<file path="src/hw/lane_pkg.sv">
// Shared constants for the four-lane message switch
// Lane count, queue depth, field widths and queue-kind codes

package lane_pkg;

  // ----------------------------------------------------------
  // Switch geometry
  // ----------------------------------------------------------

  // Number of lane queues behind the steering block
  localparam int NUM_LANES = 4;

  // Entries held by each lane queue
  localparam int LANE_DEPTH = 4;

  // Width of the lane number carried with each message
  localparam int LANE_BITS = 2;

  // Width of the enqueue and dequeue pointers inside a lane queue
  localparam int PTR_BITS = 2;

  // Width of the message payload
  localparam int MSG_BITS = 16;

  // ----------------------------------------------------------
  // Queue kinds
  // ----------------------------------------------------------

  // Pipe and bypass are independent bits and may be combined
  // A pipe queue accepts a new entry while full if the consumer drains one
  // A bypass queue hands the input straight to the output while empty
  localparam logic [3:0] QUEUE_NORMAL = 4'b0000;
  localparam logic [3:0] QUEUE_PIPE   = 4'b0001;
  localparam logic [3:0] QUEUE_BYPASS = 4'b0010;

endpackage

</file>
<file path="src/hw/lane_merge.sv">
// Round-robin merge of the lane queues onto the output port
// Rotating-priority grant, output mux and grant pointer

`timescale 1ns/10ps

module lane_merge
  import lane_pkg::*;
(
  input  logic                               clk,
  input  logic                               reset,

  // Dequeue side of every lane queue
  input  logic [NUM_LANES-1:0]               deq_valid,
  output logic [NUM_LANES-1:0]               deq_ready,
  input  logic [NUM_LANES-1:0][MSG_BITS-1:0] deq_msg,
  input  logic [NUM_LANES-1:0]               deq_domain,

  // Single output port
  output logic                               out_valid,
  input  logic                               out_ready,
  output logic [MSG_BITS-1:0]                out_msg,
  output logic                               out_domain,
  output logic [LANE_BITS-1:0]               out_lane
);

  // Lane that holds top priority in the next search
  logic [LANE_BITS-1:0] grant_ptr;
  logic [LANE_BITS-1:0] grant;
  logic [LANE_BITS-1:0] cand;
  logic                 found;

  // ----------------------------------------------------------
  // Rotating-priority search
  // ----------------------------------------------------------

  // Walk the lanes in cyclic order starting at the pointer
  // The first valid lane on the way wins the grant
  // Lane indices wrap through the LANE_BITS width of cand
  always_comb begin
    grant = grant_ptr;
    found = 1'b0;
    cand  = grant_ptr;
    for (int off = 0; off < NUM_LANES; off++) begin
      cand = grant_ptr + LANE_BITS'(off);
      if (!found && deq_valid[cand]) begin
        grant = cand;
        found = 1'b1;
      end
    end
  end

  // ----------------------------------------------------------
  // Output mux and ready return
  // ----------------------------------------------------------

  // The output is valid as soon as any lane is valid
  assign out_valid  = found;
  assign out_msg    = deq_msg[grant];
  assign out_domain = deq_domain[grant];
  assign out_lane   = grant;

  // Only the granted lane sees the consumer's ready
  always_comb begin
    deq_ready        = '0;
    deq_ready[grant] = out_ready && found;
  end

  // The pointer moves past the served lane on each transfer
  always_ff @(posedge clk) begin
    if (!reset) begin
      grant_ptr <= '0;
    end else if (out_valid && out_ready) begin
      grant_ptr <= grant + 1'b1;
    end
  end

endmodule

</file>
<file path="src/hw/lane_queue.sv">
// Circular-buffer lane queue with valid/ready on both sides
// Static pipe and bypass paths are chosen through queue_kind

`timescale 1ns/10ps

module lane_queue
  import lane_pkg::*;
#(
  parameter logic [3:0] queue_kind = QUEUE_NORMAL
)(
  input  logic                clk,
  input  logic                reset,

  // Enqueue side from the steering block
  input  logic                enq_valid,
  output logic                enq_ready,
  input  logic [MSG_BITS-1:0] enq_msg,
  input  logic                enq_domain,

  // Dequeue side toward the merge block
  output logic                deq_valid,
  input  logic                deq_ready,
  output logic [MSG_BITS-1:0] deq_msg,
  output logic                deq_domain,

  // Count of empty entries, between zero and LANE_DEPTH
  output logic [PTR_BITS:0]   free_entries
);

  // Pipe and bypass enables decoded once from the queue kind
  localparam bit PIPE_EN   = |(queue_kind & QUEUE_PIPE);
  localparam bit BYPASS_EN = |(queue_kind & QUEUE_BYPASS);

  // Last pointer value before the wrap back to entry zero
  localparam logic [PTR_BITS-1:0] LAST_PTR    = PTR_BITS'(LANE_DEPTH - 1);
  localparam logic [PTR_BITS:0]   DEPTH_COUNT = LANE_DEPTH[PTR_BITS:0];

  // ----------------------------------------------------------
  // Control state
  // ----------------------------------------------------------

  logic [PTR_BITS-1:0] enq_ptr;
  logic [PTR_BITS-1:0] deq_ptr;
  logic [PTR_BITS-1:0] enq_ptr_inc;
  logic [PTR_BITS-1:0] deq_ptr_inc;
  logic                full;
  logic                empty;
  logic                do_enq;
  logic                do_deq;
  logic                do_pipe;
  logic                do_bypass;
  logic                write_en;

  // Equal pointers mean empty unless the full flag is set
  assign empty = !full && (enq_ptr == deq_ptr);

  // Ready and valid come from the state
  // The pipe path lets a waiting consumer free a slot in the same cycle
  // The bypass path shows the input at the output while nothing is stored
  assign enq_ready = !full || (PIPE_EN && full && deq_ready);
  assign deq_valid = !empty || (BYPASS_EN && empty && enq_valid);

  assign do_enq    = enq_valid && enq_ready;
  assign do_deq    = deq_valid && deq_ready;
  assign do_pipe   = PIPE_EN && full && do_enq && do_deq;
  assign do_bypass = BYPASS_EN && empty && do_enq && do_deq;

  // A message that bypasses the storage is never written
  assign write_en = do_enq && !do_bypass;

  // Pointers wrap at LANE_DEPTH and not at the pointer width
  assign enq_ptr_inc = (enq_ptr == LAST_PTR) ? '0 : enq_ptr + 1'b1;
  assign deq_ptr_inc = (deq_ptr == LAST_PTR) ? '0 : deq_ptr + 1'b1;

  always_ff @(posedge clk) begin
    if (!reset) begin
      enq_ptr <= '0;
      deq_ptr <= '0;
      full    <= 1'b0;
    end else begin
      if (write_en) begin
        enq_ptr <= enq_ptr_inc;
      end
      if (do_deq && !do_bypass) begin
        deq_ptr <= deq_ptr_inc;
      end
      // Full is set when the last free slot fills without a drain
      if (do_enq && !do_deq && (enq_ptr_inc == deq_ptr)) begin
        full <= 1'b1;
      end else if (do_deq && full && !do_pipe) begin
        full <= 1'b0;
      end
    end
  end

  // Free entries from the pointer distance
  // Equal pointers give the whole depth, since full is handled first
  always_comb begin
    if (full) begin
      free_entries = '0;
    end else if (enq_ptr >= deq_ptr) begin
      free_entries = DEPTH_COUNT - {1'b0, enq_ptr - deq_ptr};
    end else begin
      free_entries = {1'b0, deq_ptr - enq_ptr};
    end
  end

  // ----------------------------------------------------------
  // Storage and bypass mux
  // ----------------------------------------------------------

  // Each entry holds the domain label above the payload
  logic [MSG_BITS:0] store [LANE_DEPTH];
  logic [MSG_BITS:0] read_word;

  always_ff @(posedge clk) begin
    if (write_en) begin
      store[enq_ptr] <= {enq_domain, enq_msg};
    end
  end

  // Empty bypass queues present the input word directly
  always_comb begin
    if (BYPASS_EN && empty) begin
      read_word = {enq_domain, enq_msg};
    end else begin
      read_word = store[deq_ptr];
    end
  end

  assign deq_domain = read_word[MSG_BITS];
  assign deq_msg    = read_word[MSG_BITS-1:0];

endmodule

</file>
<file path="src/hw/lane_switch.sv">
// Top level of the four-lane message switch
// Steering block, generated lane queues and round-robin merge

`timescale 1ns/10ps

module lane_switch
  import lane_pkg::*;
(
  input  logic                 clk,
  input  logic                 reset,

  // Input port
  input  logic                 in_valid,
  output logic                 in_ready,
  input  logic [MSG_BITS-1:0]  in_msg,
  input  logic                 in_domain,
  input  logic [LANE_BITS-1:0] in_lane,

  // Output port
  output logic                 out_valid,
  input  logic                 out_ready,
  output logic [MSG_BITS-1:0]  out_msg,
  output logic                 out_domain,
  output logic [LANE_BITS-1:0] out_lane
);

  logic [NUM_LANES-1:0]               enq_valid;
  logic [NUM_LANES-1:0]               enq_ready;
  logic [NUM_LANES-1:0]               deq_valid;
  logic [NUM_LANES-1:0]               deq_ready;
  logic [NUM_LANES-1:0][MSG_BITS-1:0] deq_msg;
  logic [NUM_LANES-1:0]               deq_domain;

  // Steering picks one lane by in_lane
  msg_steer msg_steer_i (
    .in_valid  (in_valid),
    .in_ready  (in_ready),
    .in_lane   (in_lane),
    .enq_valid (enq_valid),
    .enq_ready (enq_ready)
  );

  // ----------------------------------------------------------
  // Lane queues
  // ----------------------------------------------------------

  // Message and domain go to every lane and only the valid differs
  // The free count stays inside each lane for the bound properties
  for (genvar i = 0; i < NUM_LANES; i++) begin : g_lane
    lane_queue #(.queue_kind(QUEUE_NORMAL)) lane_queue_i (
      .clk          (clk),
      .reset        (reset),
      .enq_valid    (enq_valid[i]),
      .enq_ready    (enq_ready[i]),
      .enq_msg      (in_msg),
      .enq_domain   (in_domain),
      .deq_valid    (deq_valid[i]),
      .deq_ready    (deq_ready[i]),
      .deq_msg      (deq_msg[i]),
      .deq_domain   (deq_domain[i]),
      .free_entries ()
    );
  end

  // Round-robin drain onto the output port
  lane_merge lane_merge_i (
    .clk        (clk),
    .reset      (reset),
    .deq_valid  (deq_valid),
    .deq_ready  (deq_ready),
    .deq_msg    (deq_msg),
    .deq_domain (deq_domain),
    .out_valid  (out_valid),
    .out_ready  (out_ready),
    .out_msg    (out_msg),
    .out_domain (out_domain),
    .out_lane   (out_lane)
  );

endmodule

</file>
<file path="src/hw/msg_steer.sv">
// Input steering for the lane switch
// Decodes the lane number into per-lane valids and returns the chosen ready

`timescale 1ns/10ps

module msg_steer
  import lane_pkg::*;
(
  // Source side of the single input port
  input  logic                 in_valid,
  output logic                 in_ready,
  input  logic [LANE_BITS-1:0] in_lane,

  // One valid and one ready per lane queue
  output logic [NUM_LANES-1:0] enq_valid,
  input  logic [NUM_LANES-1:0] enq_ready
);

  // ----------------------------------------------------------
  // Valid decode
  // ----------------------------------------------------------

  // Only the lane named by in_lane sees the valid
  // All other lanes keep their enqueue valid low
  always_comb begin
    enq_valid = '0;
    for (int i = 0; i < NUM_LANES; i++) begin
      if (in_lane == LANE_BITS'(i)) begin
        enq_valid[i] = in_valid;
      end
    end
  end

  // ----------------------------------------------------------
  // Ready select
  // ----------------------------------------------------------

  // The source sees the ready of the addressed lane only
  // This does not depend on in_valid, so the source can sample it early
  // A full lane stalls the source even if another lane has room
  always_comb begin
    in_ready = enq_ready[in_lane];
  end

  // Message and domain bits do not pass through here
  // The top level broadcasts them to every lane queue

endmodule

</file>
<file path="config.mk">
export PLATFORM = sky130hd
export DESIGN_NAME = lane_switch
export DESIGN_NICKNAME = d
export VERILOG_FILES = /design/src/hw/lane_pkg.sv /design/src/hw/lane_merge.sv /design/src/hw/lane_queue.sv /design/src/hw/lane_switch.sv /design/src/hw/msg_steer.sv
export SDC_FILE = /design/constraint.sdc
export NUM_CORES = 1
export LEC_CHECK = 0
export BUFFER_PORTS_ARGS = -buffer_cell sky130_fd_sc_hd__buf_2
export CORE_ASPECT_RATIO = 0.8
export CORE_MARGIN = 1.5
export CORE_UTILIZATION = 55
export DETAILED_ROUTE_END_ITERATION = 6
export GPL_ROUTABILITY_DRIVEN = 0
export HOLD_SLACK_MARGIN = 0.06
export PLACE_DENSITY_LB_ADDON = 0.15
export REMOVE_ABC_BUFFERS = 1
export SLEW_MARGIN = 40
export SYNTH_ARGS = -nofsm -noshare
export SYNTH_HDL_FRONTEND = slang
export SYNTH_SLANG_ARGS = --single-unit
</file>
<file path="constraint.sdc">
create_clock -name clk -period 2.8 [get_ports clk]
set_clock_uncertainty 0.1 [all_clocks]
set_input_delay 0.56 -clock clk [delete_from_list [all_inputs] [get_ports clk]]
set_output_delay 0.56 -clock clk [all_outputs]
set_load 0.01 [all_outputs]
</file>
# Word-level counts from Yosys, hierarchy flattened
# Memory sizes are Yosys's and may differ from the RTL's. A register that Yosys moved wholly into a read port is not among the register bits.
# Cells that the tools add are included.
# Widths: inputs -> output; s select.
[totals]
register_bits = 22
ramBits = 272
inputBits = 23
out_inout_bits = 21
memories = 4
[classes]
n_addsub = 12
n_lt_le_gt_ge = 7
n_eq_ne = 19
n_mux = 59
bitwise_logic = 1
n_reduce_logical = 49
[mem_list]
columns = ["name", "depth", "word_bits", "read_ports", "rd_clocked_by_memory_dff", "write_ports", "line_no", "source"]
rows = [
  ["g_lane[0].lane_queue_i.store", 4, 17, 1, 1, 1, "lane_queue.sv:113", "logic [MSG_BITS:0] store [LANE_DEPTH];"],
  ["g_lane[1].lane_queue_i.store", 4, 17, 1, 1, 1, "lane_queue.sv:113", ""],
  ["g_lane[2].lane_queue_i.store", 4, 17, 1, 1, 1, "lane_queue.sv:113", ""],
  ["g_lane[3].lane_queue_i.store", 4, 17, 1, 1, 1, "lane_queue.sv:113", ""],
]
[ops]
columns = ["cell", "n"]
rows = [
  ["$mux 2", 19],
  ["$bmux 16 s2", 1],
  ["$mux 1", 31],
  ["$logic_and 1x1->1", 29],
  ["$add 2x1->2 const B", 10],
  ["$eq 2x2->1 const B", 10],
  ["$lt 2x3->1 const B", 6],
  ["$eq 2x2->1", 8],
  ["$mux 16", 1],
  ["$logic_not 1->1", 15],
  ["$bmux 1 s2", 6],
  ["$reduce_bool 2->1", 4],
  ["$add 2x2->2 const B", 2],
  ["$and 4x4->4", 1],
  ["$demux 1 s2", 1],
  ["$eq 2x1->1 const B", 1],
  ["$ge 2x1->1 const B", 1],
  ["$logic_not 2->1", 1],
]

# Logic depth before layout (Yosys ltp)
[depth]
word_depth = 25
depth_mapped = 8
ltp_nobuf = 8

# Modules after synthesis
# Synthesis repeated with hierarchy kept, for this count alone.
[unflattened]
hier_cells = 661
hier_area_um2 = 12738.5
[by_module_without_submodules]
columns = ["module", "instances", "cells_per_inst", "area_each_um2"]
rows = [
  ["lane_queue at g_lane[0].lane_queue_i ...", 2, 142, 2970.3],
  ["lane_queue at g_lane[1].lane_queue_i", 1, 142, 2979.1],
  ["lane_queue at g_lane[3].lane_queue_i", 1, 142, 2967.8],
  ["lane_merge", 1, 88, 793.3],
  ["msg_steer", 1, 5, 57.6],
]

# Worst setup path before layout
# No wires, ideal clock.
[synth_path]
kind = "flip-flop to output port"
startpoint = "reg g_lane[2].lane_queue_i.enq_ptr[0]"
endpoint = "out out_msg[0]"
arrival_time_ns = 2.137
required_time_ns = 2.140
setup_slack_ns = 0.003
path_stages_with_launch = 7
path_buffers = 1
path_cell_list = "dfxtp_1 -> xor2_1 -> or3_1 -> a221o_1 -> a32oi_2 -> buf_2 -> mux2i_1"
[synth_via]
elab_chain_cells = 17
[synth_lines]
columns = ["item", "line_no", "source"]
rows = [
  ["start, declared", "lane_queue.sv:42", "logic [PTR_BITS-1:0] enq_ptr;"],
  ["start signal, assigned", "lane_queue.sv:82", "enq_ptr <= enq_ptr_inc;"],
  ["$eq 2x2->1 *", "lane_queue.sv:55", "assign empty = !full && (enq_ptr == deq_ptr);"],
  ["$logic_and 1x1->1 *", "lane_queue.sv:55", ""],
  ["$logic_not 1->1 *", "lane_queue.sv:61", "assign deq_valid = !empty || (BYPASS_EN && empty && enq_valid);"],
  ["$bmux 1 s2", "lane_merge.sv:45", "if (!found && deq_valid[cand]) begin"],
  ["$mux 1 (implied by the code)", "lane_merge.sv:45", ""],
  ["$mux 1", "lane_merge.sv:45", ""],
  ["$logic_not 1->1", "lane_merge.sv:45", ""],
  ["$logic_and 1x1->1", "lane_merge.sv:45", ""],
  ["[... 2 more ...]", "--", ""],
  ["$logic_and 1x1->1", "lane_merge.sv:45", ""],
  ["$mux 1", "lane_merge.sv:45", ""],
  ["$logic_not 1->1", "lane_merge.sv:45", ""],
  ["$logic_and 1x1->1", "lane_merge.sv:45", ""],
  ["$mux 2 *", "lane_merge.sv:45", ""],
  ["named net out_lane[0]", "lane_switch.sv:24", "output logic [LANE_BITS-1:0] out_lane"],
  ["$bmux 16 s2 *", "lane_merge.sv:58", "assign out_msg = deq_msg[grant];"],
  ["$mux 16 (implied by the code) *", "lane_merge.sv:58", ""],
  ["end, declared", "lane_switch.sv:22", "output logic [MSG_BITS-1:0] out_msg,"],
]
# Mark *: on every way through the listed nets, which the timed path passes. The rest lies on a longest branch. The select of a mux whose other input is x is not followed.

# Worst setup path in the final report
[layout_path]
startpoint = "reg g_lane[2].lane_queue_i.deq_ptr[0]"
endpoint = "out out_msg[7]"
[layout_via]
elab_chain_cells = 17
[layout_lines]
columns = ["item", "line_no", "source"]
rows = [
  ["start, declared", "lane_queue.sv:43", "logic [PTR_BITS-1:0] deq_ptr;"],
  ["start signal, assigned", "lane_queue.sv:85", "deq_ptr <= deq_ptr_inc;"],
  ["$eq 2x2->1 *", "lane_queue.sv:55", ""],
  ["$logic_and 1x1->1 *", "lane_queue.sv:55", ""],
  ["$logic_not 1->1 *", "lane_queue.sv:61", ""],
  ["$bmux 1 s2", "lane_merge.sv:45", ""],
  ["$mux 1 (implied by the code)", "lane_merge.sv:45", ""],
  ["$mux 1", "lane_merge.sv:45", ""],
  ["$logic_not 1->1", "lane_merge.sv:45", ""],
  ["$logic_and 1x1->1", "lane_merge.sv:45", ""],
  ["$mux 1", "lane_merge.sv:45", ""],
  ["$logic_not 1->1", "lane_merge.sv:45", ""],
  ["$logic_and 1x1->1", "lane_merge.sv:45", ""],
  ["$mux 1", "lane_merge.sv:45", ""],
  ["$logic_not 1->1", "lane_merge.sv:45", ""],
  ["$logic_and 1x1->1", "lane_merge.sv:45", ""],
  ["$mux 2 *", "lane_merge.sv:45", ""],
  ["$bmux 16 s2 *", "lane_merge.sv:58", ""],
  ["$mux 16 (implied by the code) *", "lane_merge.sv:58", ""],
]
# Every way passes the cells marked *; elsewhere a longest branch is shown, timed or not. The select of a mux whose other input is x is not followed.

==> tab_implementation.tex <==
\begin{tabular}{lr}
\hline
Metric & Value \\
\hline
\multicolumn{2}{l}{\textbf{Run status}} \\
Result of the run & complete, but fails checks \\
Violated checks & setup timing \\
\multicolumn{2}{l}{\textbf{Critical path}} \\
Type of the setup path with the least slack & flip-flop to output port \\
Crit Path Max Fanout & 6 \\
Critical path data arrival time & 2.81 ns \\
Endpoint type of the worst setup path & output port \\
Startpoint class of the critical path & flip-flop \\
Worst setup slack for register-to-register paths & 0.18 ns \\
Data required time at the worst endpoint & 2.14 ns \\
FF-to-FF path depth & 8 \\
Launch point of the worst reg-to-reg path & g\_lane[2].lane\_queue\_i.deq\_ptr[0]\$\_SDFFE\_PN0P\_ \\
\multicolumn{2}{l}{\textbf{CTS}} \\
Number of buffers created by CTS & 29 \\
CTS H-Tree Depth & 1 \\
Clock tree from TritonCTS & done \\
Number of sinks handled by clock tree synthesis & 302 \\
Number of buffers on the longest clock path & 3 \\
CTS clock-pin slew for the worst setup and hold paths & 0.06 ns \\
Hold bufs inserted after CTS & 0 \\
Clock root buffer & clkbuf\_16 \\
Clock latency at the later pin of the worst-skew pair & 0.53 ns \\
\multicolumn{2}{l}{\textbf{STA}} \\
Maximum clock frequency & 288.2 MHz \\
Crit path setup slack, layout & -0.6703 ns \\
Worst rel slew slack & 0.6497 \\
Count of final hold-check violations & 0 \\
Count of pins over their slew limit & 0 \\
Setup repair after global routing missed its margin & yes \\
Worst hold margin & 0.2817 ns \\
Least-Margin Pin Slew & 0.5255 ns \\
Total negative setup slack & -10.79 ns \\
Post-route minimum period & 3.470 ns \\
Finish-stage setup viols & 19 \\
Post-route clock period utilization & 1.239 \\
\multicolumn{2}{l}{\textbf{Detailed routing}} \\
Wire length after detailed routing & 25550 um \\
DRC violation count after routing & 0 \\
Wire length per cell after detailed routing & 24.93 um \\
Drt via density & 5.980 \\
Number of iterations in the first detailed-routing pass & 4 \\
DRT iter0 DRCs & 638 \\
Via Count & 6130 \\
Detail Route Antenna Nets & 0 \\
\multicolumn{2}{l}{\textbf{Place}} \\
HPWL reported at the end of detailed placement & 15040 um \\
Worst slack at placement & -0.1631 ns \\
Post-placement cell area & 13070 sq um \\
Number of buffers added on ports & 43 \\
\multicolumn{2}{l}{\textbf{Synthesis}} \\
Area contributors post-synth & edfxtp\_1, mux4\_2, mux2i\_1 \\
Share of the synthesized area in the top cell type & 0.6758 \\
Number of cells produced by synthesis & 612 \\
Seq cells post-synth & 302 \\
Cell type contributing the most total cell area after synthesis & edfxtp\_1 \\
Seq/Total Area, Yosys & 0.7255 \\
Netlist area before placement & 12090 sq um \\
Distinct cells, synth & 38 \\
YS warnings & 0 \\
Post-synthesis average cell area & 19.75 sq um \\
\multicolumn{2}{l}{\textbf{Hold path}} \\
Startpoint of the tightest hold check path & in\_msg[14] \\
Hold WC Path Type & input port to flip-flop \\
Worst-case hold path end point & g\_lane[2].lane\_queue\_i.store[2][14]\$\_DFFE\_PP\_ \\
Min-Delay Path Depth & 1 \\
\multicolumn{2}{l}{\textbf{Cells and area}} \\
Storage element area & 8775 sq um \\
Synthesis-to-layout area growth & 18.71\% \\
Antenna cell count & 0 \\
Nets & 771 \\
Multi-input logic area & 3408 sq um \\
Post-route cell area & 14350 sq um \\
Fill cell instance count of the final layout & 1427 \\
Ratio of cells with drive above 1 in the final layout & 0.3507 \\
\multicolumn{2}{l}{\textbf{Die}} \\
\# rows & 48 \\
Standard cell core area & 21560 sq um \\
DIE HEIGHT & 135.6 um \\
Effective utilization at floorplan & 0.5606 \\
DIE WIDTH & 168.7 um \\
Area enclosed by the die boundary & 22880 sq um \\
Num ports & 44 \\
\multicolumn{2}{l}{\textbf{Global routing}} \\
Global-route wire length before repair & 37970 um \\
Vias in the first global route & 6158 \\
Number of antenna violations at the first check in global routing & 0 \\
Maximum number of pins on one net before global-route repair & 32 \\
Overall track demand over capacity in global routing & 0.2306 \\
Total gr overflow & 0 \\
\multicolumn{2}{l}{\textbf{Power and ir drop}} \\
Final Total Pwr & 11.48 mW \\
Worst voltage drop across the vdd grid & 0.0004831 V \\
Total leakage power & 4.872 nW \\
Total power per unit cell area & 799.8 nW/um\^{}2 \\
\multicolumn{2}{l}{\textbf{Run}} \\
Max-cap violations & 0 \\
\hline
\end{tabular}
[power by group]
part	total (mW)	switching, mW	internal, mW
registers	5.04	0.0460	4.99
logic	2.82	1.35	1.47
clock network	3.62	1.59	2.02
total	11.5	2.99	8.48
[metrics by stage]
stage / util / cells
CTS: 0.6598 / 1020
finish: 0.6654 / 1025
global placement: 0.6062 / 960
global route: 0.6654 / 1025
floorplan: - / 586
detailed placement: 0.6062 / 960
[synth_stat cells]
cell / instances
a211oi_1: 1
a21oi_1: 6
a221o_1: 1
a31o_2: 2
a31oi_1: 3
a32oi_2: 1
and2_1: 17
and3_1: 2
buf_1: 5
buf_2: 7
buf_4: 1
clkbuf_1: 13
dfxtp_1: 30
edfxtp_1: 272
ha_1: 20
inv_1: 11
mux2i_1: 63
mux4_2: 69
nand2_1: 18
nand2b_1: 1
nand3_1: 5
nand4_1: 2
nor2_1: 11
nor2b_1: 8
nor3_1: 4
nor3_2: 1
nor3b_1: 4
nor3b_2: 1
nor4b_1: 1
nor4bb_1: 1
o21ai_0: 10
o21ai_1: 1
o221ai_1: 1
o22ai_1: 1
o31ai_1: 1
or3_1: 3
xnor2_1: 6
xor2_1: 8
[final cells by class]
cell class | count | area share
clock buffers | 38 | 0.05363
clock inverters | 15 | 0.007151
flip-flops and latches | 302 | 0.6116
repair buffers | 111 | 0.06305
multi-input cells | 273 | 0.2376
inverters | 11 | 0.003052
well taps | 275 | 0.02398
[layer usage]
metal | part of all wire | global-route usage
met5 | 0 | 0
met4 | 0.020 | 0.04861
met3 | 0.060 | 0.03389
met2 | 0.48 | 0.3726
met1 | 0.44 | 0.3401
[logic make-up after synthesis]
family | synth area share
buf+inv | 0.01253
flops | 0.7255
simple gates | 0.03571
mux | 0.1807
xor+xnor | 0.01015
compound gates | 0.01470
fa+ha+maj | 0.02070
[registers in the layout, summed over array words and instances (netlist names), named ones only]
name and count:
g_lane.lane_queue_i.enq_ptr 8, g_lane.lane_queue_i.store 272, g_lane.lane_queue_i.deq_ptr 8, lane_merge_i.grant_ptr 2, g_lane.lane_queue_i.full 4
[worst max-delay path by stage]
stage | from | cells past startpoint | end
2_1_floorplan | g_lane[2].lane_queue_i.enq_ptr[0]$_SDFFE_PN0P_ | 7 | out_domain
3_3_place_gp | g_lane[2].lane_queue_i.enq_ptr[0]$_SDFFE_PN0P_ | 8 | out_msg[13]
3_5_place_dp | g_lane[2].lane_queue_i.enq_ptr[0]$_SDFFE_PN0P_ | 8 | out_msg[13]
4_1_cts | g_lane[2].lane_queue_i.deq_ptr[0]$_SDFFE_PN0P_ | 8 | out_domain
5_1_grt | g_lane[2].lane_queue_i.deq_ptr[0]$_SDFFE_PN0P_ | 10 | out_msg[7]
6_report | g_lane[2].lane_queue_i.deq_ptr[0]$_SDFFE_PN0P_ | 10 | out_msg[7]
[worst max-delay path: stages, from the launching register on]
cell and delay (ns):
dfxtp_2 0.33, xor2_2 0.18, or3_4 0.38, a31oi_1 0.24
o21ai_2 0.14, nand2_4 0.15, buf_12 0.16, buf_12 0.15
mux2i_4 0.26, mux2i_1 0.12, buf_2 0.15
[repair_timing]
| action | 4_1_cts | 5_1_grt |
|---|---|---|
| buffers inserted | 6 | 5 |
| pin swaps | 7 | 5 |
| cloned | 2 | 1 |
| setup endpoints to repair | 19 | 19 |
| resized for setup | 39 | 19 |
[cell usage in the layout, fill, tap and decap left out, types with 4 or more instances in the layout]
cell	n
clkinv_2	5
buf_12	10
mux2i_4	10
nor3b_1	4
nand2_1	17
buf_2	41
nand3_1	5
buf_4	55
xor2_1	5
mux2i_1	38
clkbuf_16	30
dfxtp_1	25
o21ai_0	10
clkbuf_1	8
edfxtp_1	272
a21oi_1	6
mux4_2	69
xnor2_1	6
inv_1	10
and2_1	17
nor2b_1	8
nor2_1	11
ha_1	20
dfxtp_2	5
mux2i_2	15
clkinv_1	6
No activity file was read; power rests on OpenSTA's default activity.
